`config.mk`:
```
export PLATFORM = sky130hd
export DESIGN_NAME = fetch
export DESIGN_NICKNAME = d
export VERILOG_FILES = /design/src/source/fetch_pkg.sv /design/src/source/fetch.sv
export SDC_FILE = /design/constraint.sdc
export NUM_CORES = 1
export LEC_CHECK = 0
export ABC_AREA = 1
export BUFFER_PORTS_ARGS = -buffer_cell sky130_fd_sc_hd__buf_4
export CAP_MARGIN = 20
export CORE_MARGIN = 3
export CORE_UTILIZATION = 35
export DETAILED_ROUTE_END_ITERATION = 7
export PLACE_DENSITY = 0.64
export SYNTH_ARGS = -nofsm -noshare
export SYNTH_HDL_FRONTEND = slang
export SYNTH_SLANG_ARGS = --single-unit
```
`constraint.sdc`:
```
create_clock -name in_clk -period 4.7 [get_ports in_clk]
set_clock_uncertainty 0.15 [all_clocks]
set_input_delay 0.235 -clock in_clk [delete_from_list [all_inputs] [get_ports in_clk]]
set_output_delay 0.235 -clock in_clk [all_outputs]
set_load 0.02 [all_outputs]
```
`src/source/fetch_pkg.sv`:
```
package fetch_pkg;

  // instruction memory geometry, one 32-bit word per entry
  localparam int imem_words = 1024;
  localparam int imem_addr_bits = 10;

  // bresp codes for the write channel
  localparam logic [1:0] axil_resp_okay = 2'b00;
  localparam logic [1:0] axil_resp_slverr = 2'b10;

  // opcode classes the fetch stage cares about
  // everything that is not a branch or ret collapses to op_other
  typedef enum logic [2:0] {
    OP_NOP,
    OP_B,
    OP_BL,
    OP_B_COND,
    OP_CBZ,
    OP_RET,
    OP_OTHER
  } opcode_t;

  // decoder result
  // imm is a byte offset, already sign-extended and scaled by 4
  typedef struct packed {
    opcode_t     opcode;
    logic [63:0] imm;
  } decode_t;

  // what fetch hands to decode each cycle
  typedef struct packed {
    logic [31:0] insnbits;
    logic [63:0] pc;
    opcode_t     opcode;
    logic [63:0] pred_pc;
  } fetch_bundle_t;

  // host to memory, write address, write data and response ready
  typedef struct packed {
    logic        awvalid;
    logic [31:0] awaddr;
    logic        wvalid;
    logic [31:0] wdata;
    logic [3:0]  wstrb;
    logic        bready;
  } axil_wreq_t;

  // memory to host
  typedef struct packed {
    logic       awready;
    logic       wready;
    logic       bvalid;
    logic [1:0] bresp;
  } axil_wrsp_t;

endpackage : fetch_pkg
```
`src/source/fetch.sv`:
```
`timescale 1ns/1ps

module fetch (
  input  logic                      in_clk,
  input  logic                      in_rst,
  input  logic                      run,
  input  logic [63:0]               entry_pc,
  input  logic [31:0]               rdata,
  input  fetch_pkg::decode_t        dec,
  output logic [63:0]               pc,
  output fetch_pkg::fetch_bundle_t  bundle,
  output logic                      bundle_valid,
  input  logic                      bundle_ready,
  output logic                      halted
);

  // run from the previous cycle, for edge detection
  logic run_q;
  logic run_rise;

  // output register is free when empty or draining this edge
  logic out_free;

  // a fetch step happens on this edge
  logic step;
  logic word_zero;

  // prediction
  logic        pred_taken;
  logic [63:0] pred_pc;

  assign run_rise = run & ~run_q;
  assign out_free = ~bundle_valid | bundle_ready;

  // the edge that loads entry_pc does not fetch
  // once halted the pc sits on a zero word until run is cycled
  assign step = run & ~run_rise & out_free & ~halted;
  assign word_zero = (rdata == 32'h0);

  // direct branches are all guessed taken
  // ret and everything else fall through
  assign pred_taken = (dec.opcode == fetch_pkg::OP_B) |
                      (dec.opcode == fetch_pkg::OP_BL) |
                      (dec.opcode == fetch_pkg::OP_B_COND) |
                      (dec.opcode == fetch_pkg::OP_CBZ);

  assign pred_pc = pc + (pred_taken ? dec.imm : 64'd4);

  // pc, valid and halt state
  always_ff @(posedge in_clk) begin
    if (in_rst) begin
      run_q <= 1'b0;
      pc <= 64'h0;
      bundle_valid <= 1'b0;
      halted <= 1'b0;
    end else begin
      run_q <= run;

      // downstream took the bundle, slot empties unless refilled below
      if (bundle_valid && bundle_ready) begin
        bundle_valid <= 1'b0;
      end

      if (run_rise) begin
        pc <= entry_pc;
      end else if (step) begin
        if (word_zero) begin
          // pc holds on the empty word
          halted <= 1'b1;
        end else begin
          pc <= pred_pc;
          bundle_valid <= 1'b1;
        end
      end

      // stopping clears halt, a pending bundle still waits for ready
      if (!run) begin
        halted <= 1'b0;
      end
    end
  end

  // bundle payload, loaded only on a real instruction
  always_ff @(posedge in_clk) begin
    if (step && !word_zero) begin
      bundle.insnbits <= rdata;
      bundle.pc <= pc;
      bundle.opcode <= dec.opcode;
      bundle.pred_pc <= pred_pc;
    end
  end

endmodule : fetch

```
==> results.cfg, run 1 <==
[global_routing]
busiest_layer = met2
grt_pass1_wl_um = 81300
track_usage_pct = 23.9
grt_use_met1_pct = 34.1
grt_use_met2_pct = 38.3
grt_max_degree = 169
antenna_found_initial = 0
gr-usage-met3_pct = 3.88
first_global_vias = 14000
grt_overflow = 0

[sta]
final-max-slew-violation-count = 0
worst_pin_slew_ps = 945
rsz0062_at_grt = no
tns_ps = 0
final_hold_viol_count = 0
setup_violations = 0
relSlewSlack_pct = 37.0
timing.fmax_ghz = 0.248
min_period_over_period_pct = 85.7
setup_slack_ps = 672
post-route-min-period_ps = 4030

[critical_path]
critical_path_arrival_ps = 4190
cp_max_fo = 35
critPathCaptureType = register
path_class = in -> reg
worst_setup_path_start_kind = input pin
required_ps = 4860

[die]
die_w_um = 208
die_h_um = 208
io-pin-count = 396
core_area_sq_um = 39900
rows = 73
start_util_pct = 35.7
die_area_sq_um = 43100

[drt]
routed_wl_um = 53400
post-route-drc-count = 0
first_pass_iters = 5
ant_nets = 0
wl_per_cell_um = 17.8
routed_via_density = 4.64
drt_iter0_drc = 969
vias = 13900

[clock_tree]
insertion_delay_ps = 560
clock-root-buffer = clkbuf_16
hold_buffers = 102
cts_buffer_depth = 3
cts_resized = 0
cts_tree = done
htreeDepth = 1
cts_buffers = 27
postCtsSetupBuffers = 0
clk_pin_slew_ps = 60
cts_sinks = 230

[synthesis]
ys_warn_count = 0
yosysUniqueCellTypes = 33
synth_area_sq_um = 14200
synthCells = 1950
ys_seq_area_share_pct = 43.8
synthTopCellsByArea = edfxtp_1 34%, nand2_1 18%, inv_1 11%
synthesis.nets = 2182
netlist.area_leader.share_pct = 34.4
synth_top_area_cell = edfxtp_1
synth_area_per_cell_sq_um = 7.30
ys_ff_latch = 230

[power_and_ir_drop]
p_sw_w = 0.00168
leakagePower_nw = 10.1
p_int_w = 0.00410
power_w = 0.00577
swShare_pct = 29.0
seqPwrFrac_pct = 41.1
clockPowerShare_pct = 38.5
powerDensity_nw_per_um2 = 292
ir_worst_vdd_mv = 0.261
comb_power_share_pct = 20.4

[outcome]
outcome = completed

[placement]
portBuffers = 395
post_dp_cell_area_sq_um = 17800
hpwl_um = 42200
post-place-ws_ps = 712
gp_congestion = 0.931

[finish]
n_antenna_cell = 0
final_cell_area_sq_um = 19700
nets = 2681
final_layout_size_suffix_gt1_share_pct = 19.9
synthToLayoutAreaGrowth_pct = 38.7
final.fill_count = 3955

[job]
cap_violations = 0

[worst_hold_path]
hp-class = in -> reg
[worst max-delay path: stages]
cell,delay (ps)
dlygate4sd3_1,550
buf_4,140
nor2_1,110
or2_2,120
nand2_1,60
inv_2,460
buf_12,280
nor2_1,60
ha_1,370
nand2_1,170
nor2_1,330
inv_1,120
nor2_1,320
a21oi_1,140
nand2_2,180
nand2_1,190
nand2_1,100
nand2_1,60
and2_1,140
[registers in the layout, summed over array words and instances (netlist names)]
signal,flops
halted,1
bundle,163
bundle_valid,1
pc,64
run_q,1
[cells in the mapped netlist]
cell type,count
nand3b_4,1
xor2_2,7
inv_2,3
nor2_1,178
dfxtp_1,67
a31oi_1,16
buf_4,6
nor4_2,1
o21ai_0,4
nand3_2,4
edfxtp_1,163
nor3_2,6
xor2_1,24
nor3_1,11
a21oi_1,89
a22oi_1,48
nand2_1,681
ha_1,64
and2_1,33
fa_1,1
inv_1,400
buf_2,3
or2_2,3
nand3_1,78
buf_1,1
nand3b_1,10
nor4_1,2
nand3b_2,1
clkbuf_1,22
o21bai_1,2
nand2_2,13
nor2_2,6
nand4_1,2
[per-layer routing]
metal	up-vias	routed length, um
li1	7046	-
met4	0	1010
met2	448	23600
met1	6348	25200
met3	63	3570
met5	-	0
[per-stage QoR]
stage                     std cells  util [%]  hold slack [ps]
after floorplan                1950         -              184
after global placement         2843      44.6              273
after detailed placement       2843      44.6              274
after CTS                      2995      49.5             60.7
after global routing           2995      49.5              109
final                          2995      49.5             68.7
[power by group through the flow]
stage          Clock, W  Combinational, W  Sequential [W]
2_1_floorplan         0          0.000530         0.00251
3_3_place_gp          0           0.00109         0.00241
3_5_place_dp          0           0.00110         0.00241
4_1_cts         0.00227           0.00117         0.00237
5_1_grt         0.00235           0.00129         0.00238
6_report        0.00222           0.00118         0.00237
[path summary, 6_finish.rpt]
kind / start / end / slack, ps / cells past startpoint
setup / recovery: dec[65] / bundle[47]$_DFFE_PP_ / 670 / 19
hold reg to reg: pc[44]$_SDFFE_PP0P_ / bundle[111]$_DFFE_PP_ / 350 / 0
hold / removal: dec[63] / pc[63]$_SDFFE_PP0P_ / 70 / 7
setup reg to reg: pc[24]$_SDFFE_PP0P_ / bundle[47]$_DFFE_PP_ / 1770 / 11
[cell type report]
| cell class | instances | area [sq um] | share of cell area [%] |
|---|---|---|---|
| clock buffers | 30 | 707 | 3.58 |
| clock inverters | 20 | 231 | 1.17 |
| inverters | 403 | 1510 | 7.66 |
| multi-input cells | 1285 | 6360 | 32.2 |
| flip-flops and latches | 230 | 6240 | 31.6 |
| well taps | 525 | 657 | 3.33 |
| repair buffers | 502 | 4050 | 20.5 |
[kinds of logic after synthesis]
| logic type | Yosys count | share of synthesized area [%] |
|---|---|---|
| AOI/OAI and AO/OA | 159 | 6.61 |
| xor gates and xnor gates | 31 | 2.28 |
| adders and majority gates | 65 | 5.76 |
| buffers and inverters | 435 | 11.7 |
| DFF | 230 | 43.8 |
| and+or+nand+nor | 1030 | 29.9 |
[placed cells by master (no fill, tap or decap), drive strengths merged, types with 11 or more instances in the layout]
cell,netlist,final
a22oi,48,48
nor2,184,184
ha,64,64
nand2,694,694
buf,10,400
a21oi,89,89
clkbuf,22,30
nand3,82,82
dlygate4sd3,0,102
and2,33,33
a31oi,16,16
nand3b,12,12
nor3,17,17
inv,403,407
dfxtp,67,67
xor2,31,31
clkinv,0,11
edfxtp,163,163
(Power assumes the default switching activity.)
==> run 2, diff against run 1 <==
Settings changed: CORE_ASPECT_RATIO set to 2, CORE_UTILIZATION 35 to 55, CTS_BUF_LIST set to sky130_fd_sc_hd__clkbuf_4 sky130_fd_sc_hd__clkbuf_8, PLACE_DENSITY 0.64 to 0.9.
==> run 2 against run 1 <==
The flow now finishes with violations (DRC); sequential cell count stayed put; combinational power increased by 8%; sequential share of layout area rose by 0.75 points; clock power is 17% lower; final cell count down 5.9%; fmax down 13%; largest power group unchanged.
==> results.cfg, run 2 (synthesis gave the netlist of run 1 again) <==
[outcome]
outcome = finished with violations
violations = DRC

[worst_hold_path]
min_from = in_rst
hold-path-cell-count = 2
hp-class = in -> reg
min_to = pc[63]$_SDFFE_PP0P_

[global_routing]
grt_max_degree = 156
grt_pass1_wl_um = 98000
grt_overflow = 0
first_global_vias = 17000
antenna_found_initial = 3
track_usage_pct = 46.9

[clock_tree]
clk_pin_slew_ps = 90
cts_resized = 0
insertion_delay_ps = 640
cts_buffers = 31
cts_buffer_depth = 3
cts_tree = done
clock-root-buffer = clkbuf_8
cts_sinks = 230
htreeDepth = 1

[power_and_ir_drop]
powerDensity_nw_per_um2 = 285
power_w = 0.00549
clockPowerShare_pct = 33.4
p_int_w = 0.00370
comb_power_share_pct = 23.1
p_sw_w = 0.00179
swShare_pct = 32.7
seqPwrFrac_pct = 43.5
leakagePower_nw = 10.0
ir_worst_vdd_mv = 0.356

[critical_path]
critPathMaxStageDelay_ps = 840
path_class = in -> reg
crit_top_cell = nand2_1
cp_max_fo = 34
cp_cell_sequence = dlygate4sd3_1 > buf_4 > nor2_1 > or2_2 > nand2_1 > inv_2 > buf_12 > nor2_1 > ha_1 > nand2_1 > nor2_1 > inv_1 > nor2_2 > nand2_1 > nor4_1 > nand2_1 > nand2_1 > nand2_1 > and2_1
worst_setup_path_start_kind = input pin
worst-r2r-cell-count = 11
reg2reg_to = bundle[63]$_DFFE_PP_
reg2reg_from = pc[41]$_SDFFE_PP0P_
critPathSlowestCell = nor4_1
critPathCaptureType = register
required_ps = 4920
reg2reg_slack_ps = 1340
critical_path_arrival_ps = 4860

[die]
io-pin-count = 396
rows = 82
start_util_pct = 56.4
core_area_sq_um = 25200
die_w_um = 120
die_h_um = 234
die_area_sq_um = 28000

[drt]
first_pass_iters = 8
routed_via_density = 5.80
ant_nets = 0
post-route-drc-count = 3
wl_per_cell_um = 24.0
drt_iter0_drc = 2014
vias = 16300
routed_wl_um = 67600

[placement]
hpwl_um = 46400
post_dp_cell_area_sq_um = 17600
portBuffers = 395
gp_congestion = 1.03

[finish]
final_common_cell = nand2_1
nets = 2686
reg_top3 = bundle: 163 flops, pc: 64 flops
final_cell_area_sq_um = 19300
synthToLayoutAreaGrowth_pct = 35.5
final_cell_mix = 681 x nand2_1, 400 x inv_1, 398 x buf_4
largest_reg_flops = 163
top_register = bundle
final_layout_size_suffix_gt1_share_pct = 20.2

[sta]
setup_violations = 0
final_hold_viol_count = 0
relSlewSlack_pct = 27.2
final-max-slew-violation-count = 0
tns_ps = 0
worst_pin_slew_ps = 1080
rsz0062_at_grt = no
timing.fmax_ghz = 0.216
min_period_over_period_pct = 98.6
post-route-min-period_ps = 4630

[job]
cap_violations = 0
## run 2: cell types whose count changed in the layout (fill, tap and decap cells not counted), moves of 2 or more
cell and delta:
clkbuf_8 +34, clkbuf_4 +6, clkinv_4 -2, clkinvlp_4 +3, clkbuf_16 -27, inv_6 -3
diode_2 +3
## run 2: cell type report
type	count	area, sq um
diodes	3	7.51
clock buffers	42	541
clock inverters	16	160
fillers	1653	5950
inverters	403	1510
multi-input cells	1285	6360
flip-flops and latches	230	6240
well taps	336	420
repair buffers	503	4060
## run 2: worst max-delay path, delay by kind of cell
kind / cells / cell delay [ps]
adders and majority gates: 1 / 400
buffers and inverters: 5 / 1670
and+or+nand+nor: 13 / 2540
## run 2: per-layer routing
layer | vias to the layer above | GRT usage (%) | routed length (um)
li1 | 7059 | - | -
met1 | 7319 | 40.5 | 18700
met2 | 1416 | 84.6 | 34300
met3 | 547 | 10.0 | 5770
met4 | 0 | 48.7 | 8750
met5 | - | 0 | 0
## run 2: what timing repair did
item,CTS,global route
hold buffers,103,0
setup buffers,0,0
hold endpoints to repair,103,0
## run 2: worst max path at each step
stage	cells after the start	slack [ps]	endpoint	start
floorplan	4	1220	bundle[0]$_DFFE_PP_	bundle_valid$_SDFF_PP0_
global placement	18	560	bundle[63]$_DFFE_PP_	dec[64]
detailed placement	18	500	bundle[63]$_DFFE_PP_	dec[64]
CTS	19	560	bundle[63]$_DFFE_PP_	dec[64]
global route	19	0.9	bundle[63]$_DFFE_PP_	dec[64]
finish	19	70	bundle[63]$_DFFE_PP_	dec[64]
## run 2: metrics by stage
step                      cells  hold WS (ps)  utilization, %  setup slack (ps)
after global routing       2816           134            76.4             0.912
after global placement     2654           272            69.5               562
final                      2818          90.0            76.4              66.1
after CTS                  2815          72.1            76.4               557
after floorplan            1950           184               -              1220
after detailed placement   2654           274            69.5               505
## run 2: power groups by stage
stage               clock network, W  logic [W]  registers (W)
floorplan                          0   0.000530        0.00251
global placement                   0    0.00107        0.00241
detailed placement                 0    0.00111        0.00242
CTS                          0.00174    0.00120        0.00237
global route                 0.00186    0.00133        0.00239
finish                       0.00184    0.00127        0.00239
