**config.mk**
```make
export PLATFORM = sky130hd
export DESIGN_NAME = insn_decode
export DESIGN_NICKNAME = d
export VERILOG_FILES = /design/src/source/fetch_pkg.sv /design/src/source/insn_decode.sv
export SDC_FILE = /design/constraint.sdc
export NUM_CORES = 1
export LEC_CHECK = 0
export ABC_CLOCK_PERIOD_IN_PS = 1800
export BUFFER_PORTS_ARGS = -buffer_cell sky130_fd_sc_hd__buf_2
export CAP_MARGIN = 20
export CORE_MARGIN = 2
export CORE_UTILIZATION = 31
export DETAILED_ROUTE_END_ITERATION = 8
export PLACE_DENSITY = 0.91
export SLEW_MARGIN = 20
export SYNTH_ARGS = -nofsm -noshare
export SYNTH_HDL_FRONTEND = slang
export SYNTH_SLANG_ARGS = --single-unit
export TNS_END_PERCENT = 30
```
**constraint.sdc**
```tcl
create_clock -name vclk -period 1.8
set_input_delay 0.09 -clock vclk [all_inputs]
set_output_delay 0.09 -clock vclk [all_outputs]
set_load 0.05 [all_outputs]
```
**src/source/fetch_pkg.sv**
```systemverilog
package fetch_pkg;

  // instruction memory geometry, one 32-bit word per entry
  localparam int imem_words = 1024;
  localparam int imem_addr_bits = 10;

  // bresp codes for the write channel
  localparam logic [1:0] axil_resp_okay = 2'b00;
  localparam logic [1:0] axil_resp_slverr = 2'b10;

  // opcode classes the fetch stage cares about
  // everything that is not a branch or ret collapses to op_other
  typedef enum logic [2:0] {
    OP_NOP,
    OP_B,
    OP_BL,
    OP_B_COND,
    OP_CBZ,
    OP_RET,
    OP_OTHER
  } opcode_t;

  // decoder result
  // imm is a byte offset, already sign-extended and scaled by 4
  typedef struct packed {
    opcode_t     opcode;
    logic [63:0] imm;
  } decode_t;

  // what fetch hands to decode each cycle
  typedef struct packed {
    logic [31:0] insnbits;
    logic [63:0] pc;
    opcode_t     opcode;
    logic [63:0] pred_pc;
  } fetch_bundle_t;

  // host to memory, write address, write data and response ready
  typedef struct packed {
    logic        awvalid;
    logic [31:0] awaddr;
    logic        wvalid;
    logic [31:0] wdata;
    logic [3:0]  wstrb;
    logic        bready;
  } axil_wreq_t;

  // memory to host
  typedef struct packed {
    logic       awready;
    logic       wready;
    logic       bvalid;
    logic [1:0] bresp;
  } axil_wrsp_t;

endpackage : fetch_pkg
```
**src/source/insn_decode.sv**
```systemverilog
`timescale 1ns/1ps

module insn_decode (
  input  logic [31:0]         insnbits,
  output fetch_pkg::decode_t  dec
);

  // field matches for the branch families
  logic is_zero;
  logic is_b;
  logic is_bl;
  logic is_b_cond;
  logic is_cbz;
  logic is_ret;

  // the two immediate widths, scaled to byte offsets
  logic [63:0] imm26_off;
  logic [63:0] imm19_off;

  // all-zero word marks the end of the program
  assign is_zero = (insnbits == 32'h0);

  // b: 000101 imm26
  assign is_b = (insnbits[31:26] == 6'b000101);

  // bl: 100101 imm26
  assign is_bl = (insnbits[31:26] == 6'b100101);

  // b.cond: 01010100 imm19 0 cond
  assign is_b_cond = (insnbits[31:24] == 8'b01010100) & ~insnbits[4];

  // cbz and cbnz: sf 011010 op imm19 rt
  // sf and op are don't care here, both forms predict the same way
  assign is_cbz = (insnbits[30:25] == 6'b011010);

  // ret: 1101011 0010 11111 000000 rn 00000
  assign is_ret = (insnbits[31:10] == 22'b1101011001011111000000) &
                  (insnbits[4:0] == 5'b00000);

  // imm26 sits in [25:0], sign bit is 25
  assign imm26_off = {{36{insnbits[25]}}, insnbits[25:0], 2'b00};

  // imm19 sits in [23:5], sign bit is 23
  assign imm19_off = {{43{insnbits[23]}}, insnbits[23:5], 2'b00};

  // class select
  // zero word is checked first, it would otherwise not match anything
  always_comb begin
    if (is_zero) begin
      dec.opcode = fetch_pkg::OP_NOP;
    end else if (is_b) begin
      dec.opcode = fetch_pkg::OP_B;
    end else if (is_bl) begin
      dec.opcode = fetch_pkg::OP_BL;
    end else if (is_b_cond) begin
      dec.opcode = fetch_pkg::OP_B_COND;
    end else if (is_cbz) begin
      dec.opcode = fetch_pkg::OP_CBZ;
    end else if (is_ret) begin
      dec.opcode = fetch_pkg::OP_RET;
    end else begin
      dec.opcode = fetch_pkg::OP_OTHER;
    end
  end

  // offset select
  // ret jumps through a register, so it carries no immediate
  always_comb begin
    case (dec.opcode)
      fetch_pkg::OP_B,
      fetch_pkg::OP_BL: begin
        dec.imm = imm26_off;
      end
      fetch_pkg::OP_B_COND,
      fetch_pkg::OP_CBZ: begin
        dec.imm = imm19_off;
      end
      default: begin
        dec.imm = 64'h0;
      end
    endcase
  end

endmodule : insn_decode

```
==> results.toml, run 1 <==
[logic_synthesis]
synth_compound_area_frac = 0.2975
synth_seq_area_share = 0
syn_inst = 107
synth.cell_area_um2 = 815.8
syn_avg_cell_area_um2 = 7.624
ys_types = 24
synth_mux_area_frac = 0
synthSimpleGateAreaFrac = 0.2423
synth.top_cell.area_share = 0.3497
ys_top_cells_by_count = "buf_4, a22o_1, buf_6, nor4_1"
synth_top_cell_by_area = "buf_4"
yosysMostFrequentCell = "buf_4"
synth_top_family_by_area = "buffers and inverters"
synth_fa_ha_area_frac = 0
yosys_warnings = 0
netlist_top_cells_area = "buf_4, a22o_1, buf_6, nor4_1, nand4_1"
synth_xor_xnor_area_share = 0

[run]
drv_cap = 0

[sta]
setup_viol = 0
fin_crit_sh = 0.8710
period_needed_ps = 1568
timing.final.ws_setup_ps = 232.2
drv_slew = 0
setup-tns-final_ps = 0
fmax_mhz = 637.8
finalHoldViolations = 0
rsz0062_at_grt = "false"

[worst_setup_path]
cpPeakStageDelay_ps = 340
cp_cell_sequence = "buf_2, and3b_1, nand4_2, nand2_2, buf_4, a22o_1, buf_2"
cp_slowest_cell = "and3b_1"
path_class = "in -> out"
critPathMaxFanout = 14
worst-path-buf-inv = 3
start_kind = "primary input"
critPathRequiredTime_ps = 1710
crit_path_end_kind = "output port"
cp_common_cell = "buf_2"
arrival_ps = 1480
path_delay_family = "simple AND/OR/NAND/NOR gates"

[route]
first_pass_iters = 4
drtIter0Drc = 46
via_count = 1021
vias_per_cell = 5.290
drc = 0
antenna_left = 0
routed_wl_um = 2480
post_drt_wl_per_cell_um = 12.85

[place]
dpl.hpwl_um = 2097
place_ws_ps = 260.1
dp.cells = 193
gp_congestion = 0.8788
portBuffers = 97

[power]
pwr-share-comb = 1.000
ir_drop_mv = 0.1462
power.switching_w = 0.0001563
swShare = 0.7331
p_per_area_nw_per_um2 = 211.1
power_frac_seq = 0
pwr-share-clk = 0
p_int_w = 0.00005691
p_leak_nw = 0.6790

[die]
fp.coreArea_um2 = 2477
initial_utilization = 0.3293
rows = 18
io_pins = 99
die_y_um = 55.30
die_x_um = 55.30
die-area_um2 = 3058

[grt]
grt.met3_usage = 0.02576
gr-usage-met2 = 0.2636
track_usage = 0.1414
grt_pass1_wl_um = 3753
busiest_layer = "met2"
met1_usage = 0.1627
grt.overflow.total = 0
first_global_vias = 846
grt_max_degree = 38
antenna_found_initial = 0

[cts]
ctsResizeCount = 0
post_cts_buffers = 0
ctsHoldBuffers = 0

[layout]
antenna_cells = 0
fin_nets = 197
drive_gt1_frac = 0.6564
final_cells = 193
final-seq-area_um2 = 0
nClkBuffers = 0
seq_cells = 0
utilization = 0.4076
area_delta_synth_final_pct = 23.77

[status]
outcome = "completed"

[hold_path]
hold_class = "in -> out"
## area by class of cell
type               instances  area [µm²]
fillers                  287        1468
multi-input cells         61       456.7
inverters                  2       7.507
repair buffers           100       508.0
well taps                 30       37.54
## placed cells by master (no fill, tap or decap)
cell type,instances
a21oi_1,1
a22o_1,24
a22o_4,1
a31oi_1,1
and2_4,1
and3b_1,1
buf_2,97
buf_4,3
conb_1,2
inv_1,2
nand2_1,2
nand2_2,1
nand3_1,3
nand3_2,1
nand3b_1,1
nand4_1,4
nand4_2,1
nor2_1,4
nor3_1,2
nor4_1,6
nor4_4,1
o211ai_1,1
o21ai_0,1
or2_2,1
or3_1,1
## cell families (layout without fill, tap and decap cells)
| family | after synthesis | after routing |
|---|---|---|
| AO/OA/AOI/OAI | 29 | 29 |
| other | 1 | 2 |
| buffers and inverters | 47 | 102 |
| AND/OR/NAND/NOR | 30 | 30 |
## power by group through the flow
stage	logic [W]	clock network [W]	registers [W]
after global placement	0.000211	0	0
after floorplan	0.000156	0	0
after CTS	0.000212	0	0
after global routing	0.000225	0	0
after detailed placement	0.000212	0	0
final	0.000213	0	0
## tightest hold or removal path, cell delays in order
cell and delay [ps]:
buf_2 90, a22o_1 110, buf_2 250
## layer usage
metal / vias to the layer above / wire length [µm]
li1: 476 / -
met1: 455 / 915
met2: 86 / 1183
met3: 4 / 347
met4: 0 / 34
met5: - / 0
## through the flow
step | power (W) | hold WS (ps) | area [µm²]
floorplan | 0.0001560 | 523.0 | 828.3
global route | 0.0002250 | 666.9 | 1010
CTS | 0.0002124 | 629.8 | 1010
global placement | 0.0002106 | 627.9 | 1010
detailed placement | 0.0002118 | 629.3 | 1010
finish | 0.0002132 | 629.5 | 1010
## worst paths after layout
path | cells after the start | endpoint | from | slack, ps
max | 7 | dec[20] | insnbits[27] | 230
min | 3 | dec[3] | insnbits[1] | 630
Note: power is estimated with default switching activity, not from simulation.
==> run 2: changes to the inputs <==
--- a/config.mk
+++ b/config.mk
@@ -5,13 +5,14 @@
 export SDC_FILE = /design/constraint.sdc
 export NUM_CORES = 1
 export LEC_CHECK = 0
+export ABC_AREA = 1
 export ABC_CLOCK_PERIOD_IN_PS = 1800
 export BUFFER_PORTS_ARGS = -buffer_cell sky130_fd_sc_hd__buf_2
 export CAP_MARGIN = 20
 export CORE_MARGIN = 2
-export CORE_UTILIZATION = 31
+export CORE_UTILIZATION = 36
 export DETAILED_ROUTE_END_ITERATION = 8
-export PLACE_DENSITY = 0.91
+export PLACE_DENSITY = 0.92
 export SLEW_MARGIN = 20
 export SYNTH_ARGS = -nofsm -noshare
 export SYNTH_HDL_FRONTEND = slang
==> constraint.sdc (replaced) <==
create_clock -name vclk -period 1.8
set_input_delay 0.18 -clock vclk [all_inputs]
set_output_delay 0.18 -clock vclk [all_outputs]
set_load 0.05 [all_outputs]
==> results.toml, run 2 <==
[status]
outcome = "finished, violations left"
violations = "design-rule violations"

[layout]
area_delta_synth_final_pct = 57.49
seq_cells = 0
nClkBuffers = 0
design_area_um2 = 1697
antenna_cells = 0
final_cell_mix = "nand2_1, clkbuf_4, buf_2, buf_4, inv_1"
drive_gt1_frac = 0.5319
final-seq-area_um2 = 0
final_cells = 313
fin_nets = 316
fillers = 253
final_common_cell = "nand2_1"

[grt]
track_usage = 0.1592
first_global_vias = 1141
grt_pass1_wl_um = 4581
grt_max_degree = 38
antenna_found_initial = 0
grt.overflow.total = 0

[run]
drv_cap = 0

[sta]
finalHoldViolations = 0
period_needed_ps = 1709
rsz0062_at_grt = "true"
setup_viol = 0
fin_crit_sh = 0.9492
timing.final.ws_setup_ps = 91.43
holdWs_ps = 741.6
drv_slew = 0
fmax_mhz = 585.3

[worst_setup_path]
cp_cell_sequence = "buf_2, inv_1, nand2_1, nor2_2, nand2_1, nor2_1, nand2_2, nand3_4, nand3_4, buf_6, nand2_1, buf_6"
arrival_ps = 1530
cpPeakStageDelay_ps = 170
crit_path_end_kind = "output port"
critPathRequiredTime_ps = 1620
cp_common_cell = "nand2_1"
cp_slowest_cell = "buf_6"
path_delay_family = "simple AND/OR/NAND/NOR gates"
critPathMaxFanout = 7
start_kind = "primary input"
worst-path-buf-inv = 4
path_class = "in -> out"

[power]
power.switching_w = 0.0002533
swShare = 0.6764
p_leak_nw = 1.077
pwr-share-comb = 1.000
power_frac_seq = 0
total_power_w = 0.0003745
pwr-share-clk = 0
p_int_w = 0.0001212
p_per_area_nw_per_um2 = 220.8
ir_drop_mv = 0.09803

[place]
dpl.hpwl_um = 2566
portBuffers = 97
gp_congestion = 0.8609
place_ws_ps = -30.98
dp.cells = 311
placed_area_um2 = 1489

[route]
drc = 10
first_pass_iters = 6
vias_per_cell = 4.597
drtIter0Drc = 38
via_count = 1439
routed_wl_um = 3260
antenna_left = 0
post_drt_wl_per_cell_um = 10.42

[logic_synthesis]
netlist_top_cells_area = "buf_4, nand2_1, nand3_2, inv_1, nor2_1"
synth_top_cell_by_area = "buf_4"
syn_inst = 202
ys_types = 19
synth_seq_area_share = 0
ys_top_cells_by_count = "nand2_1, buf_4, inv_1, nor2_1, nand3_2"
synth.top_cell.area_share = 0.2648
yosys_warnings = 0
synth.cell_area_um2 = 1077
yosysMostFrequentCell = "nand2_1"
syn_avg_cell_area_um2 = 5.333

[die]
die_x_um = 58.71
initial_utilization = 0.3840
die_y_um = 58.71
die-area_um2 = 3446
io_pins = 99
rows = 19
fp.coreArea_um2 = 2805

[hold_path]
hold_end = "dec[2]"
hold_path_startpoint = "insnbits[0]"
whs_path_depth = 4
hold_class = "in -> out"

[cts]
ctsHoldBuffers = 0
-- run 2: changes by cell type in the layout (fill, tap and decap cells not counted), moves of 21 or more --
| cell | previous run | this run |
|---|---|---|
| clkbuf_4 | 0 | 41 |
| buf_2 | 97 | 38 |
| a22o_1 | 24 | 0 |
| nand2_1 | 2 | 72 |
| inv_1 | 2 | 23 |
| buf_4 | 3 | 32 |
-- run 2: logic make-up (layout without fill, tap and decap cells) --
logic type             count (synthesis)  count (layout)  share of synthesized area
buffers and inverters                 71             148                     0.4007
other                                  1               2                   0.003481
AND/OR/NAND/NOR                      130             132                     0.5958
-- run 2: routing by layer --
layer | global-route usage | up-vias | wire, µm
met5 | 0 | - | 0
met4 | 0.01948 | 0 | 24
met3 | 0.002198 | 2 | 254
met2 | 0.3178 | 61 | 1727
met1 | 0.1931 | 638 | 1254
li1 | - | 738 | -
-- run 2: repair_timing --
action	4_1_cts	5_1_grt
resized for setup	8	73
pin swaps	0	4
buffers inserted	0	0
cloned	0	2
endpoints found under the setup margin	44	62
-- run 2: worst max-delay path by stage --
stage	start	end	slack [ps]	cells past startpoint
3_3_place_gp	insnbits[27]	dec[21]	30	12
2_1_floorplan	insnbits[27]	dec[28]	60	10
6_report	insnbits[17]	dec[26]	90	12
3_5_place_dp	insnbits[27]	dec[21]	-30	12
4_1_cts	insnbits[17]	dec[62]	-6	11
5_1_grt	insnbits[3]	dec[17]	-30	12
-- run 2: per-stage QoR --
step / utilization / TNS (ps)
after global routing: 0.6048 / -365.8
after CTS: 0.5379 / -112.5
after detailed placement: 0.5308 / -486.8
final: 0.6048 / 0
after floorplan: - / 0
after global placement: 0.5308 / 0
-- run 2: power by group through the flow --
stage               sequential, W  combinational (W)  clock [W]
finish                          0           0.000375          0
global placement                0           0.000343          0
global route                    0           0.000398          0
CTS                             0           0.000351          0
floorplan                       0           0.000250          0
detailed placement              0           0.000347          0
-- run 2: final cells by class --
class                      instances  area [µm²]  area share
timing repair buffer             119       845.8      0.4985
tap                               31       38.79     0.02286
multi-input combinational        134       703.2      0.4145
inverter                          29       108.9     0.06416
==> run 3: changes to the inputs <==
--- a/config.mk
+++ b/config.mk
@@ -9,7 +9,7 @@
 export ABC_CLOCK_PERIOD_IN_PS = 1800
 export BUFFER_PORTS_ARGS = -buffer_cell sky130_fd_sc_hd__buf_2
 export CAP_MARGIN = 20
-export CORE_MARGIN = 2
+export CORE_MARGIN = 1
 export CORE_UTILIZATION = 36
 export DETAILED_ROUTE_END_ITERATION = 8
 export PLACE_DENSITY = 0.92
==> results.toml, run 3 (same netlist as run 2, synthesis figures left out) <==
[die]
rows = 19
fp.coreArea_um2 = 2805
die_x_um = 56.71
initial_utilization = 0.3840
die-area_um2 = 3215
die_y_um = 56.71
io_pins = 99

[place]
dpl.hpwl_um = 2494
portBuffers = 97
place_ws_ps = -41.84
gp_congestion = 0.8404

[power]
p_leak_nw = 1.072
power.switching_w = 0.0002532
power_frac_seq = 0
pwr-share-clk = 0
p_int_w = 0.0001202
swShare = 0.6781
ir_drop_mv = 0.09325
pwr-share-comb = 1.000
p_per_area_nw_per_um2 = 222.9

[layout]
antenna_cells = 0
final-seq-area_um2 = 0
area_delta_synth_final_pct = 55.52
utilization = 0.5972
final_common_cell = "nand2_1"
nClkBuffers = 0
fin_nets = 312
final_cell_mix = "nand2_1, buf_4, buf_2, inv_1, nor2_1"
drive_gt1_frac = 0.5252
seq_cells = 0

[sta]
fmax_mhz = 581.5
rsz0062_at_grt = "true"
drv_slew = 0
period_needed_ps = 1720
fin_crit_sh = 0.9553
timing.final.ws_setup_ps = 80.43
finalHoldViolations = 0
setup_viol = 0

[route]
first_pass_iters = 7
via_count = 1430
vias_per_cell = 4.628
post_drt_wl_per_cell_um = 10.47
routed_wl_um = 3235
drc = 20
antenna_left = 0
drtIter0Drc = 75

[hold_path]
hold_class = "in -> out"

[worst_setup_path]
cp_common_cell = "nand2_1"
critPathMaxFanout = 18
path_class = "in -> out"
cp_slowest_cell = "buf_2"
cpPeakStageDelay_ps = 270
crit_path_end_kind = "output port"
start_kind = "primary input"
cp_cell_sequence = "buf_2, inv_2, nand2_1, nor2_1, nand2_1, nor2_1, nand2_2, nand3_4, buf_12, nand3_2, nand2_1, buf_2"
critPathRequiredTime_ps = 1620
arrival_ps = 1540

[status]
violations = "design-rule violations"
outcome = "finished, violations left"

[grt]
grt_pass1_wl_um = 4574
first_global_vias = 1156
track_usage = 0.1692
antenna_found_initial = 0
grt.overflow.total = 0
grt_max_degree = 38

[cts]
post_cts_buffers = 0
ctsHoldBuffers = 0

[run]
drv_cap = 0
-- run 3: worst paths after layout --
kind / startpoint / cells past startpoint / to / slack (ps)
max: insnbits[25] / 12 / dec[10] / 80
min: insnbits[0] / 4 / dec[2] / 750
-- run 3: final cells by class --
cell class         instances  area, µm²
multi-input cells        133      691.9
inverters                 29      108.9
fillers                  249       1130
well taps                 31      38.79
repair buffers           116      835.8
-- run 3: stage by stage --
stage / power, W / setup TNS [ps] / area [µm²] / instances / hold WS (ps)
floorplan: 0.0002498 / 0 / 1097 / 203 / 681.1
global placement: 0.0003388 / 0 / 1479 / 308 / 756.5
detailed placement: 0.0003435 / -840.7 / 1479 / 308 / 760.8
CTS: 0.0003462 / -656.8 / 1494 / 308 / 762.9
global route: 0.0003950 / -566.3 / 1675 / 309 / 771.3
finish: 0.0003734 / 0 / 1675 / 309 / 754.0
-- run 3: layer usage --
metal / vias up / track usage / wire length, µm
li1: 726 / - / -
met1: 614 / 0.1964 / 1212
met2: 86 / 0.3554 / 1725
met3: 4 / 0 / 271
met4: 0 / 0.003571 / 26
met5: - / 0 / 0
-- run 3: critical path, delay by kind of cell --
kind                   cells  cell delay, ps
buffers and inverters      4             630
AND/OR/NAND/NOR            8             740
-- run 3: what timing repair did --
item / 4_1_cts / 5_1_grt
gates cloned: 0 / 1
setup endpoints to repair: 43 / 62
resized for setup: 6 / 104
pin swaps: 0 / 3
-- run 3: power by group through the flow --
stage | Combinational (W) | Clock, W | Sequential, W
2_1_floorplan | 0.000250 | 0 | 0
3_3_place_gp | 0.000339 | 0 | 0
3_5_place_dp | 0.000344 | 0 | 0
4_1_cts | 0.000346 | 0 | 0
5_1_grt | 0.000395 | 0 | 0
6_report | 0.000373 | 0 | 0
